==> src/hw/io_defines.svh <==
`ifndef IO_DEFINES_SVH
`define IO_DEFINES_SVH

// bus word width
`define IO_DATA_BITS 32

// memory-mapped register addresses, one 32-bit word each
`define IO_ADDR_HEX   32'hFFFF_F000
`define IO_ADDR_LEDR  32'hFFFF_F020
`define IO_ADDR_KDATA 32'hFFFF_F080
`define IO_ADDR_KCTL  32'hFFFF_F084
`define IO_ADDR_SDATA 32'hFFFF_F090
`define IO_ADDR_SCTL  32'hFFFF_F094
`define IO_ADDR_TCNT  32'hFFFF_F100
`define IO_ADDR_TLIM  32'hFFFF_F104
`define IO_ADDR_TCTL  32'hFFFF_F108

// register widths
`define IO_HEX_BITS  24
`define IO_LEDR_BITS 10
`define IO_KEY_BITS  4
`define IO_SW_BITS   10
`define IO_CTL_BITS  2

`define IO_HEX_RESET 24'hFEDEAD

// 113 MHz core clock
`define IO_CYCLES_PER_MS   113000
`define IO_DEBOUNCE_CYCLES (10 * `IO_CYCLES_PER_MS)

`define IO_CTL_READY   0
`define IO_CTL_OVERRUN 1

`endif

==> src/hw/ioPkg.sv <==
`include "io_defines.svh"

package ioPkg;

	// one word on the peripheral bus
	typedef logic [`IO_DATA_BITS-1:0] ioWord_t;

	// register addressed by a bus access
	typedef enum logic [3:0] {
		REG_NONE,
		// display side
		REG_HEX,
		REG_LEDR,
		// key pair
		REG_KDATA,
		REG_KCTL,
		// switch pair
		REG_SDATA,
		REG_SCTL,
		// timer
		REG_TCNT,
		REG_TLIM,
		REG_TCTL
	} ioReg_t;

endpackage

==> src/hw/displayPorts.sv <==
`timescale 1ns/1ps
`include "io_defines.svh"

module displayPorts
	import ioPkg::*;
(
	input  logic                     clk,
	input  logic                     reset,
	input  ioWord_t                  wrData,
	input  logic                     hexWrite,
	input  logic                     ledrWrite,
	output logic [`IO_HEX_BITS-1:0]  hexValue,
	output logic [`IO_LEDR_BITS-1:0] ledrValue,
	output logic [6:0]               hex0,
	output logic [6:0]               hex1,
	output logic [6:0]               hex2,
	output logic [6:0]               hex3,
	output logic [6:0]               hex4,
	output logic [6:0]               hex5,
	output logic [`IO_LEDR_BITS-1:0] ledr
);

	// active-low segments, bit order gfedcba
	function automatic logic [6:0] segments(input logic [3:0] nibble);
		case (nibble)
			4'h0: return 7'b1000000;
			4'h1: return 7'b1111001;
			4'h2: return 7'b0100100;
			4'h3: return 7'b0110000;
			4'h4: return 7'b0011001;
			4'h5: return 7'b0010010;
			4'h6: return 7'b0000010;
			4'h7: return 7'b1111000;
			4'h8: return 7'b0000000;
			4'h9: return 7'b0010000;
			4'hA: return 7'b0001000;
			4'hB: return 7'b0000011;
			4'hC: return 7'b1000110;
			4'hD: return 7'b0100001;
			4'hE: return 7'b0000110;
			default: return 7'b0001110;
		endcase
	endfunction

	always_ff @(posedge clk or posedge reset) begin
		if (reset) begin
			hexValue  <= `IO_HEX_RESET;
			ledrValue <= '0;
		end else begin
			if (hexWrite) begin
				hexValue <= wrData[`IO_HEX_BITS-1:0];
			end
			if (ledrWrite) begin
				ledrValue <= wrData[`IO_LEDR_BITS-1:0];
			end
		end
	end

	// hex0 shows the least significant nibble
	assign hex0 = segments(hexValue[3:0]);
	assign hex1 = segments(hexValue[7:4]);
	assign hex2 = segments(hexValue[11:8]);
	assign hex3 = segments(hexValue[15:12]);
	assign hex4 = segments(hexValue[19:16]);
	assign hex5 = segments(hexValue[23:20]);
	assign ledr = ledrValue;

endmodule

==> src/hw/timerUnit.sv <==
`timescale 1ns/1ps
`include "io_defines.svh"

module timerUnit
	import ioPkg::*;
#(
	parameter int cyclesPerMs = `IO_CYCLES_PER_MS
) (
	input  logic                    clk,
	input  logic                    reset,
	input  ioWord_t                 wrData,
	input  logic                    tcntWrite,
	input  logic                    tlimWrite,
	input  logic                    tctlWrite,
	output ioWord_t                 tcnt,
	output ioWord_t                 tlim,
	output logic [`IO_CTL_BITS-1:0] tctl
);

	localparam int PRE_BITS = (cyclesPerMs > 1) ? $clog2(cyclesPerMs) : 1;

	logic [PRE_BITS-1:0] preCount;
	logic                msTick;
	logic                limitHit;

	// free-running millisecond prescaler
	assign msTick = (preCount == PRE_BITS'(cyclesPerMs - 1));

	always_ff @(posedge clk or posedge reset) begin
		if (reset) begin
			preCount <= '0;
		end else if (msTick) begin
			preCount <= '0;
		end else begin
			preCount <= preCount + 1'b1;
		end
	end

	// wrap only on a tick, and only with a nonzero limit
	assign limitHit = msTick && (tlim != '0) && (tcnt == tlim - 1'b1);

	always_ff @(posedge clk or posedge reset) begin
		if (reset) begin
			tcnt <= '0;
			tlim <= '0;
		end else begin
			if (tcntWrite) begin
				tcnt <= wrData;
			end else if (limitHit) begin
				tcnt <= '0;
			end else if (msTick) begin
				tcnt <= tcnt + 1'b1;
			end
			if (tlimWrite) begin
				tlim <= wrData;
			end
		end
	end

	// control writes can only clear status bits
	always_ff @(posedge clk or posedge reset) begin
		if (reset) begin
			tctl <= '0;
		end else if (tctlWrite) begin
			tctl <= tctl & wrData[`IO_CTL_BITS-1:0];
		end else if (limitHit) begin
			tctl[`IO_CTL_READY]   <= 1'b1;
			tctl[`IO_CTL_OVERRUN] <= tctl[`IO_CTL_OVERRUN] | tctl[`IO_CTL_READY];
		end
	end

endmodule

==> src/hw/inputPorts.sv <==
`timescale 1ns/1ps
`include "io_defines.svh"

module inputPorts
	import ioPkg::*;
#(
	parameter int debounceCycles = `IO_DEBOUNCE_CYCLES
) (
	input  logic                    clk,
	input  logic                    reset,
	input  logic [`IO_KEY_BITS-1:0] key,
	input  logic [`IO_SW_BITS-1:0]  sw,
	input  ioWord_t                 wrData,
	input  logic                    kctlWrite,
	input  logic                    sctlWrite,
	input  logic                    kdataRead,
	input  logic                    sdataRead,
	output logic [`IO_KEY_BITS-1:0] kdata,
	output logic [`IO_CTL_BITS-1:0] kctl,
	output logic [`IO_SW_BITS-1:0]  sdata,
	output logic [`IO_CTL_BITS-1:0] sctl
);

	localparam int DB_BITS = $clog2(debounceCycles + 1);

	logic [`IO_KEY_BITS-1:0] keyPressed;
	logic                    keyCapture;
	logic [DB_BITS-1:0]      swCount;
	logic                    swDiffer;
	logic                    swCapture;

	// status update shared by the key and switch pairs
	function automatic logic [`IO_CTL_BITS-1:0] nextCtl(
		input logic [`IO_CTL_BITS-1:0] ctl,
		input logic                    capture,
		input logic                    ctlWrite,
		input logic                    dataRead,
		input logic [`IO_CTL_BITS-1:0] mask
	);
		logic [`IO_CTL_BITS-1:0] result;
		result = ctl;
		if (ctlWrite) begin
			result = ctl & mask;
		end
		if (dataRead) begin
			result[`IO_CTL_READY] = 1'b0;
		end
		// a new capture wins over a clearing read in the same cycle
		if (capture) begin
			result[`IO_CTL_READY]   = 1'b1;
			result[`IO_CTL_OVERRUN] = ctl[`IO_CTL_OVERRUN] | ctl[`IO_CTL_READY];
		end
		return result;
	endfunction

	// keys are active low on the board
	assign keyPressed = ~key;
	assign keyCapture = (keyPressed != kdata);

	always_ff @(posedge clk or posedge reset) begin
		if (reset) begin
			kdata <= '0;
			kctl  <= '0;
		end else begin
			if (keyCapture) begin
				kdata <= keyPressed;
			end
			kctl <= nextCtl(kctl, keyCapture, kctlWrite, kdataRead,
				wrData[`IO_CTL_BITS-1:0]);
		end
	end

	// switch value must stay stable for debounceCycles before capture
	assign swDiffer  = (sw != sdata);
	assign swCapture = swDiffer && (swCount == DB_BITS'(debounceCycles));

	always_ff @(posedge clk or posedge reset) begin
		if (reset) begin
			swCount <= '0;
		end else if (!swDiffer || swCapture) begin
			swCount <= '0;
		end else begin
			swCount <= swCount + 1'b1;
		end
	end

	always_ff @(posedge clk or posedge reset) begin
		if (reset) begin
			sdata <= '0;
			sctl  <= '0;
		end else begin
			if (swCapture) begin
				sdata <= sw;
			end
			sctl <= nextCtl(sctl, swCapture, sctlWrite, sdataRead,
				wrData[`IO_CTL_BITS-1:0]);
		end
	end

endmodule

==> src/hw/ioBusDecoder.sv <==
`timescale 1ns/1ps
`include "io_defines.svh"

module ioBusDecoder
	import ioPkg::*;
(
	input  logic                     clk,
	input  logic                     reset,
	input  ioWord_t                  busAddr,
	input  ioWord_t                  busWrData,
	input  logic                     busWrite,
	input  logic                     busRead,
	output ioWord_t                  busRdData,
	output logic                     busRdValid,
	output logic                     hexWrite,
	output logic                     ledrWrite,
	output logic                     tcntWrite,
	output logic                     tlimWrite,
	output logic                     tctlWrite,
	output logic                     kctlWrite,
	output logic                     sctlWrite,
	output logic                     kdataRead,
	output logic                     sdataRead,
	output ioWord_t                  wrData,
	input  logic [`IO_HEX_BITS-1:0]  hexValue,
	input  logic [`IO_LEDR_BITS-1:0] ledrValue,
	input  ioWord_t                  tcnt,
	input  ioWord_t                  tlim,
	input  logic [`IO_CTL_BITS-1:0]  tctl,
	input  logic [`IO_KEY_BITS-1:0]  kdata,
	input  logic [`IO_CTL_BITS-1:0]  kctl,
	input  logic [`IO_SW_BITS-1:0]   sdata,
	input  logic [`IO_CTL_BITS-1:0]  sctl
);

	ioReg_t  selReg;
	ioWord_t rdMux;

	// address compare, the only one in the subsystem
	always_comb begin
		case (busAddr)
			`IO_ADDR_HEX:   selReg = REG_HEX;
			`IO_ADDR_LEDR:  selReg = REG_LEDR;
			`IO_ADDR_KDATA: selReg = REG_KDATA;
			`IO_ADDR_KCTL:  selReg = REG_KCTL;
			`IO_ADDR_SDATA: selReg = REG_SDATA;
			`IO_ADDR_SCTL:  selReg = REG_SCTL;
			`IO_ADDR_TCNT:  selReg = REG_TCNT;
			`IO_ADDR_TLIM:  selReg = REG_TLIM;
			`IO_ADDR_TCTL:  selReg = REG_TCTL;
			default:        selReg = REG_NONE;
		endcase
	end

	// write strobes, data registers of the input pair are read-only
	assign hexWrite  = busWrite && (selReg == REG_HEX);
	assign ledrWrite = busWrite && (selReg == REG_LEDR);
	assign tcntWrite = busWrite && (selReg == REG_TCNT);
	assign tlimWrite = busWrite && (selReg == REG_TLIM);
	assign tctlWrite = busWrite && (selReg == REG_TCTL);
	assign kctlWrite = busWrite && (selReg == REG_KCTL);
	assign sctlWrite = busWrite && (selReg == REG_SCTL);

	// data reads clear the ready bit in the input ports
	assign kdataRead = busRead && (selReg == REG_KDATA);
	assign sdataRead = busRead && (selReg == REG_SDATA);

	assign wrData = busWrData;

	// zero-extended read select, unmapped reads give zero
	always_comb begin
		case (selReg)
			REG_HEX:   rdMux = ioWord_t'(hexValue);
			REG_LEDR:  rdMux = ioWord_t'(ledrValue);
			REG_KDATA: rdMux = ioWord_t'(kdata);
			REG_KCTL:  rdMux = ioWord_t'(kctl);
			REG_SDATA: rdMux = ioWord_t'(sdata);
			REG_SCTL:  rdMux = ioWord_t'(sctl);
			REG_TCNT:  rdMux = tcnt;
			REG_TLIM:  rdMux = tlim;
			REG_TCTL:  rdMux = ioWord_t'(tctl);
			default:   rdMux = '0;
		endcase
	end

	// one cycle read latency
	always_ff @(posedge clk or posedge reset) begin
		if (reset) begin
			busRdValid <= 1'b0;
		end else begin
			busRdValid <= busRead;
		end
	end

	always_ff @(posedge clk) begin
		if (busRead) begin
			busRdData <= rdMux;
		end
	end

endmodule

==> src/hw/ioSubsystem.sv <==
`timescale 1ns/1ps
`include "io_defines.svh"

module ioSubsystem
	import ioPkg::*;
#(
	parameter int cyclesPerMs    = `IO_CYCLES_PER_MS,
	parameter int debounceCycles = `IO_DEBOUNCE_CYCLES
) (
	input  logic                     clk,
	input  logic                     reset,
	input  ioWord_t                  busAddr,
	input  ioWord_t                  busWrData,
	input  logic                     busWrite,
	input  logic                     busRead,
	output ioWord_t                  busRdData,
	output logic                     busRdValid,
	input  logic [`IO_KEY_BITS-1:0]  key,
	input  logic [`IO_SW_BITS-1:0]   sw,
	output logic [6:0]               hex0,
	output logic [6:0]               hex1,
	output logic [6:0]               hex2,
	output logic [6:0]               hex3,
	output logic [6:0]               hex4,
	output logic [6:0]               hex5,
	output logic [`IO_LEDR_BITS-1:0] ledr
);

	ioWord_t                  wrData;
	logic                     hexWrite;
	logic                     ledrWrite;
	logic                     tcntWrite;
	logic                     tlimWrite;
	logic                     tctlWrite;
	logic                     kctlWrite;
	logic                     sctlWrite;
	logic                     kdataRead;
	logic                     sdataRead;
	logic [`IO_HEX_BITS-1:0]  hexValue;
	logic [`IO_LEDR_BITS-1:0] ledrValue;
	ioWord_t                  tcnt;
	ioWord_t                  tlim;
	logic [`IO_CTL_BITS-1:0]  tctl;
	logic [`IO_KEY_BITS-1:0]  kdata;
	logic [`IO_CTL_BITS-1:0]  kctl;
	logic [`IO_SW_BITS-1:0]   sdata;
	logic [`IO_CTL_BITS-1:0]  sctl;

	ioBusDecoder u_decoder (.*);

	timerUnit #(.cyclesPerMs(cyclesPerMs)) u_timer (.*);

	inputPorts #(.debounceCycles(debounceCycles)) u_inputs (.*);

	displayPorts u_display (.*);

endmodule

==> config.mk <==
export PLATFORM = sky130hd
export DESIGN_NAME = ioSubsystem
export DESIGN_NICKNAME = d
export VERILOG_FILES = /design/src/hw/ioPkg.sv /design/src/hw/displayPorts.sv /design/src/hw/timerUnit.sv /design/src/hw/inputPorts.sv /design/src/hw/ioBusDecoder.sv /design/src/hw/ioSubsystem.sv
export VERILOG_INCLUDE_DIRS = /design/src /design/src/hw
export SDC_FILE = /design/constraint.sdc
export NUM_CORES = 1
export LEC_CHECK = 0
export ABC_AREA = 1
export BUFFER_PORTS_ARGS = -buffer_cell sky130_fd_sc_hd__buf_2
export CAP_MARGIN = 15
export CORE_MARGIN = 8
export CORE_UTILIZATION = 46
export DETAILED_ROUTE_END_ITERATION = 6
export MAX_ROUTING_LAYER = met4
export PLACE_DENSITY = 0.66
export SLEW_MARGIN = 20
export SYNTH_ARGS = -nofsm -noshare
export SYNTH_HDL_FRONTEND = slang
export SYNTH_SLANG_ARGS = --single-unit
==> constraint.sdc <==
create_clock -name clk -period 5.8 [get_ports clk]
set_input_delay 0.58 -clock clk [delete_from_list [all_inputs] [get_ports clk]]
set_output_delay 0.58 -clock clk [all_outputs]
set_load 0.03 [all_outputs]
==> metrics.txt, run 1 <==
status finished, final reports clean; grt total ovfl 0; post_cts resized 0; minimum clock period just over 3 ns; WS Path Type flip-flop to flip-flop; Reg-to-Reg Start u_timer.tlim[0]; Cell Chain, Critical Path inv_1 -> ha_1 -> nand2_2 -> nor2_4 -> nand2_2 -> nor2_2 -> nand2_1 -> nand2_1 -> nand3_1 -> a21oi_1 -> nand3_1 -> nor2_2 -> nand2_4 -> nand3_1 -> nand2_1 -> nand2_1 -> inv_1; pre-CTS setup slack roughly 2.4 ns; Synth Area in Adders 3.84%; P_leak 7.89 nW; die height 186 um; number of buffers and inverters on the critical path 2; Post-Synth XOR/XNOR Area 3.58%; delay of the slowest cell on the worst path approximately 0.41 ns; post-synthesis mux area share under 10%; Avg Inst Size Synth roughly 7.0 um^2; die area about 0.035 mm^2; Cell variety after synth 54; CTS tree built; largest net degree at the start of global routing slightly above 90; Pins Over Slew Limit 0; RePlAce Congestion 0.994; Row Count 62; post-synthesis register bit count 189; Post-synth EDFFs 32; highest clock rate between 0.3 and 0.4 GHz; I/O Pins 167; Yosys warnings 0; Post-synth ARST share between 80% and 90%; first-pass GRT wire length between 70 and 80 mm; syn_nets about 2000; largest family of logic cells by synthesized area simple AND/OR/NAND/NOR gates; share of cells above drive strength 1 between 10% and 20%; vias roughly 13000; Worst Max-Slew Pin Slew between 1 and 1.5 ns; Antenna Nets Post-Route 0; crit share post-route around 54%; gr usage total between 20 and 30%; Core Region between 0.02 and 0.03 mm^2; Simple-Gate Fraction of Synth Area approximately 34%; post-synthesis compound-gate area fraction 10.4%; r2r worst-path depth 17; clock buffers created by TritonCTS 17; Mapped Cells 1909; WL/cell 18.1 um; CTS Root Cell clkbuf_16; Power Density between 150 and 200 mW/mm^2; # clock sinks approximately 190; Max VDD drop 0.177 mV; RSZ-0062 raised after global routing no; Setup TNS Final 0 ns; synth-to-layout area growth 12.7%; # port buffers between 150 and 200; Final setup violation count 0; CP arrival 3.44 ns; Startpoint Class flip-flop; Setup crit end kind flip-flop; post-CTS setup buffers 0; ys flop type dfrtp_1; Max-Cap Viols 0; CTS H-tree lvls 4; reg2reg end u_timer.tcnt[5]; Initial Utilization between 40% and 50%; CP Max Fanout 45; Top cell by count, worst path nand2_1; Hold Fails Final Rpt 0; Reg clk slew, reported paths around 0.08 ns; vias in the first global route 13100; initial antenna violation count 1; R2R Setup Slk 2.70 ns; Post-Syn Area about 0.013 mm^2; Iteration-0 DRC Markers 1082; leading cell type in the layout, fill and taps excluded nand2_1; worst skew pair latency about 0.45 ns; most frequent cells in the layout nand2_1 (523), inv_1 (269), nor2_1 (199); hold_buf cts 0; Critical Path RT about 6 ns; DIE WIDTH 186 um; router iterations before antenna repair 7; hpwl dp about 33 mm; DR DRC count 0; critical path's slowest cell dfrtp_1; worst hold path type input pin to asynchronous set/reset pin; cell family with most CP delay simple AND/OR/NAND/NOR gates; NumNets Final between 2000 and 2500; Fin Clk Skew between 0.015 and 0.02 ns; Via density roughly 5.5; Seq/Total Area, Yosys 36.7%; relative slew slack about 26%; clock tree buffer depth 2; routed wire length 44.1 mm; final worst slack roughly 2.7 ns
[cell type report]
class                           instances  area [um^2]
Fill cell                            2890        13600
Timing Repair Buffer                  180          948
Clock inverter                         14          125
Inverter                              278         1050
Antenna cell                            1         2.50
Clock buffer                           18          429
Sequential cell                       189         4910
Multi-Input combinational cell       1378         7120
Tap cell                              384          480
[registers in the layout, indices dropped and copies added, names as in the netlist, 4 cells and up]
name	count
u_timer.tlim	32
u_inputs.kdata	4
u_timer.tcnt	32
u_timer.preCount	17
u_display.ledr	10
u_inputs.swCount	21
u_inputs.sdata	10
u_display.hexValue	24
u_decoder.busRdData	32
[report_power, final]
part / leakage [nW] / internal, mW / switching (mW)
clock: 0.274 / 0.568 / 0.584
sequential: 2.36 / 1.39 / 0.0375
combinational: 5.26 / 0.0574 / 0.119
[cells in the mapped netlist (3+ instances only)]
master | instances | area (um^2)
nor2_4 | 5 | 56.3
xnor2_1 | 7 | 61.3
xor2_1 | 45 | 394
o21ai_0 | 95 | 475
a21oi_1 | 56 | 280
a22oi_1 | 8 | 60.1
o31ai_1 | 9 | 67.6
nand3_2 | 12 | 120
nand2_1 | 524 | 1970
o21a_1 | 3 | 22.5
edfxtp_1 | 32 | 961
nor2_1 | 200 | 751
ha_1 | 41 | 513
nand2_2 | 6 | 37.5
inv_2 | 6 | 22.5
inv_1 | 270 | 1010
mux2_2 | 16 | 180
nor3_2 | 3 | 30.0
o211ai_1 | 5 | 37.5
o21bai_1 | 3 | 22.5
nand3b_1 | 6 | 45.0
nor3_1 | 27 | 135
dfrtp_1 | 139 | 3480
buf_1 | 5 | 18.8
o2111ai_1 | 4 | 35.0
nand4_1 | 70 | 438
clkbuf_1 | 43 | 161
nor2_2 | 17 | 106
nor4_1 | 16 | 100
nand3_1 | 130 | 651
dfstp_2 | 18 | 473
o21ai_1 | 20 | 100
o221ai_1 | 14 | 123
a211oi_1 | 3 | 22.5
buf_6 | 6 | 67.6
o22ai_1 | 11 | 68.8
buf_2 | 10 | 50.1
[worst max-delay path by stage]
stage	start	end	slack, ns	cells after the start
final	u_timer.tlim[0]	u_timer.tcnt[5]	2.70	17
after global placement	busAddr[13]	u_inputs.kctl[0]	2.50	14
after floorplan	reset	u_decoder.busRdValid	1.01	1
after CTS	u_timer.tlim[0]	u_timer.tcnt[31]	2.74	17
after global routing	u_timer.tlim[0]	u_timer.tcnt[4]	2.52	17
after detailed placement	busAddr[1]	u_decoder.busRdData[3]	2.36	16
[metal layers]
metal  vias to the layer above  global-route usage [%]  share of wire (%)
met3                        86                    4.59                7.1
met5                         -                       -                  0
li1                       6474                       -                  -
met2                       522                    40.9                 46
met4                         0                    8.92                3.2
met1                      6265                    32.8                 43
[stage by stage]
| step | total power [mW] | instances | area, um^2 | util (%) | hold WS (ns) |
|---|---|---|---|---|---|
| floorplan | 1.54 | 1909 | 13400 | - | 0.433 |
| global route | 2.86 | 2442 | 15100 | 52.6 | 0.258 |
| CTS | 2.77 | 2441 | 15100 | 52.6 | 0.242 |
| finish | 2.75 | 2442 | 15100 | 52.6 | 0.206 |
| global placement | 1.62 | 2409 | 14500 | 50.7 | 0.450 |
| detailed placement | 1.62 | 2409 | 14500 | 50.7 | 0.455 |
[kinds of logic after synthesis]
group | count (synthesis)
AOI/OAI and AO/OA | 241
DFF | 189
xor gates and xnor gates | 53
and+or+nand+nor | 1027
buffers and inverters | 342
muxes | 16
adders and majority gates | 41
(Power assumes the default switching activity.)
==> run 2, diff against run 1 <==
- ABC_AREA: 1 -> 0
- clock period: 5.8 -> 3 ns (I/O delays scaled with it)
==> run 2 against run 1 <==
Compared with the run above:
- via count is 28% lower
- clock skew barely moved
- global-route usage is 4.4 points lower
- sequential cell count unchanged
- register-to-register slack got worse by 2.6 ns
- combinational power increased by 100%
- critical path depth down 8
- setup slack got worse by 2.6 ns
- worst hold slack lost 0.17 ns
- critical path type unchanged
- largest power group unchanged
==> metrics.txt, run 2 <==
Pins Over Slew Limit 0 (unchanged); area of the multi-input gates 0.00629 mm^2 (-12%); Cell variety after synth 68 (+26%); Critical Path RT 3.31 ns (-2.82 ns); Post-Syn Area 0.0116 mm^2 (-13%); router iterations before antenna repair 6 (-1); Non-Filler Instances 1719 (-30%); initial antenna violation count 1 (unchanged); Reg clk slew, reported paths 0.07 ns (about the same); Synth top cells by count dfrtp_1 (139), nor2_1 (105), nand2_1 (103); count leader, synth dfrtp_1; share of cells above drive strength 1 29.5% (+15 points); # port buffers 166 (unchanged); die area 0.0305 mm^2 (-12%); Final setup violation count 0 (unchanged); minimum clock period 2.95 ns (-0.158 ns); r2r worst-path depth 9 (-8); CTS tree built; Max-Cap Viols 0 (unchanged); gr usage total 21.3% (-4.4 points); Final Hold Slack 0.0344 ns (-0.171 ns); FF+latch area 0.00491 mm^2 (unchanged); I/O Pins 167 (unchanged); Row Count 58 (-6.5%); ys flop type dfrtp_1; Max VDD drop 0.346 mV (+95%); die height 175 um (-6.4%); Worst Max-Slew Pin Slew 0.838 ns (-0.273 ns); FILL cells 2260 (-22%); R2R Setup Slk 0.05 ns (-2.64 ns); post-synthesis mux area share 9.98% (+8.6 points); vias in the first global route 9695 (-26%); reg2reg end u_timer.tcnt[12]; DP Cell Count 1682 (-30%); Post-synth ARST share 83.1% (unchanged); Post-Synth XOR/XNOR Area 9.24% (+5.7 points); Post-Place Cell Area 0.0131 mm^2 (-9.6%); CP arrival 3.26 ns (-0.18 ns); worst hold path type input pin to flip-flop; most frequent cells in the layout buf_2 (166), dfrtp_1 (139), nor2_1 (104); Simple-Gate Fraction of Synth Area 20.3% (-14 points); Post-synth EDFFs 32 (unchanged); Setup TNS Final 0 ns (unchanged); synth-to-layout area growth 19.4%; Total Power 5.34 mW (+94%); RePlAce Congestion 0.912 (-8.3%); DIE WIDTH 175 um (-6.4%); biggest regs u_decoder.busRdData: 32 flops, u_timer.tcnt: 32 flops, u_timer.tlim: 32 flops; Core Region 0.0250 mm^2 (-13%); Hold Fails Final Rpt 0 (unchanged); CTS H-tree lvls 4 (unchanged); CTS Root Cell clkbuf_16; Iteration-0 DRC Markers 792 (-27%); Startpoint Class flip-flop; Mapped Cells 1180 (-38%); Hold Crit Start key[0]; relative slew slack 44.1% (+18 points); clock tree buffer depth 2 (unchanged); synth top area cells dfrtp_1 (30%), edfxtp_1 (8.3%), mux2_2 (7.6%); WHS Endpoint u_inputs.kdata[0]; clock buffers created by TritonCTS 17 (unchanged); cell area after layout 0.0138 mm^2 (-8.3%); Seq/Total Area, Yosys 42.5% (+5.7 points); largest family of logic cells by synthesized area simple AND/OR/NAND/NOR gates; crit share post-route 98.2% (+45 points); P_leak 6.55 nW (-17%); hpwl dp 23.3 mm (-30%); grt total ovfl 0 (unchanged); Reg-to-Reg Start u_timer.tlim[5]; syn_nets 1303 (-36%); status finished, final reports clean; Power Density 387 mW/mm^2 (+110%); Synth area leader dfrtp_1; routed wire length 31.5 mm (-29%); Via density 5.60 (+2.4%); vias 9619 (-28%); RSZ-0062 raised after global routing yes; largest net degree at the start of global routing 158 (+72%); CP Max Fanout 13 (-71%); Antenna Nets Post-Route 0 (unchanged); WS Path Type flip-flop to flip-flop; Synth Area in Adders 4.43% (+0.60 points); first-pass GRT wire length 51.7 mm (-27%); hold path depth 2; highest clock rate 0.339 GHz (+5.4%); Fin Clk Skew 0.0153 ns (-0.000327 ns); # clock sinks 189 (unchanged); post-synthesis register bit count 189 (unchanged); Setup crit end kind flip-flop; Avg Inst Size Synth 9.80 um^2 (+40%); DR DRC count 0 (unchanged); Initial Utilization 46.3% (-0.36 points); leading cell type in the layout, fill and taps excluded buf_2; Yosys top cell area share 30.1% (+4.1 points); NumNets Final 1498 (-31%); worst skew pair latency 0.44 ns (about the same); Yosys warnings 0 (unchanged); WL/cell 18.3 um (+1.5%); post-synthesis compound-gate area fraction 9.73% (-0.69 points)
[run 2: repair_timing]
action / CTS / global route
endpoints found under the setup margin: 19 / 34
gates cloned: 1 / 0
pin swaps: 1 / 7
resized for setup: 3 / 18
setup buffers: 2 / 1
hold buffers: 0 / 0
[run 2: worst max path at each step]
| stage | end | slack, ns | cells past startpoint | start |
|---|---|---|---|---|
| detailed placement | u_timer.tcnt[26] | -0.10 | 9 | u_timer.tlim[3] |
| CTS | u_timer.tcnt[11] | 0.005 | 10 | u_timer.tlim[3] |
| global route | u_timer.tcnt[12] | -0.05 | 11 | u_timer.tlim[3] |
| floorplan | u_timer.tcnt[11] | 0.09 | 9 | u_timer.tlim[3] |
| global placement | u_timer.tcnt[24] | 0.02 | 9 | u_timer.tlim[3] |
| finish | u_timer.tcnt[12] | 0.05 | 9 | u_timer.tlim[5] |
[run 2: area by class of cell]
class / count / share of cell area, %
flip-flops and latches: 189 / 35.6
well taps: 330 / 2.99
repair buffers: 240 / 10.4
diodes: 1 / 0.0181
clock buffers: 18 / 3.11
multi-input cells: 880 / 45.6
clock inverters: 14 / 1.05
inverters: 47 / 1.30
[run 2: metrics by stage]
stage / worst slack [ns] / utilization [%]
finish: 0.0544 / 55.3
global route: -0.0501 / 55.3
CTS: 0.00517 / 55.0
detailed placement: -0.104 / 52.6
global placement: 0.0201 / 52.6
floorplan: 0.0865 / -
[run 2: report_power, final]
| group | switching, mW | internal, mW |
|---|---|---|
| logic | 0.225 | 0.133 |
| clock network | 1.01 | 1.23 |
| registers | 0.0702 | 2.68 |
| total | 1.31 | 4.04 |
[run 2: layer usage]
layer  GRT usage [%]  vias to the layer above  wire length, um
li1                -                     4620                -
met1            29.2                     4701            14900
met2            32.7                      266            14400
met3            3.76                       32             1840
met4            4.80                        0              403
met5               -                        -                0
[run 2: worst max-delay path, cell delays in order (launching register included)]
cell and delay (ns):
dfrtp_1 0.38, or4_4 0.58, or4_4 0.52, or2_1 0.25, o31ai_2 0.23, nand3_2 0.15
nor4b_4 0.30, buf_4 0.19, buf_12 0.15, nor2_1 0.06
[run 2: cell families (layout without fill, tap and decap cells)]
logic type      after synthesis  after routing
compound gates              170            170
xor+xnor                    122            122
fa+ha+maj                    41             41
buf+inv                     111            319
flops                       189            189
mux                         103            103
other cells                   0              1
simple gates                444            444
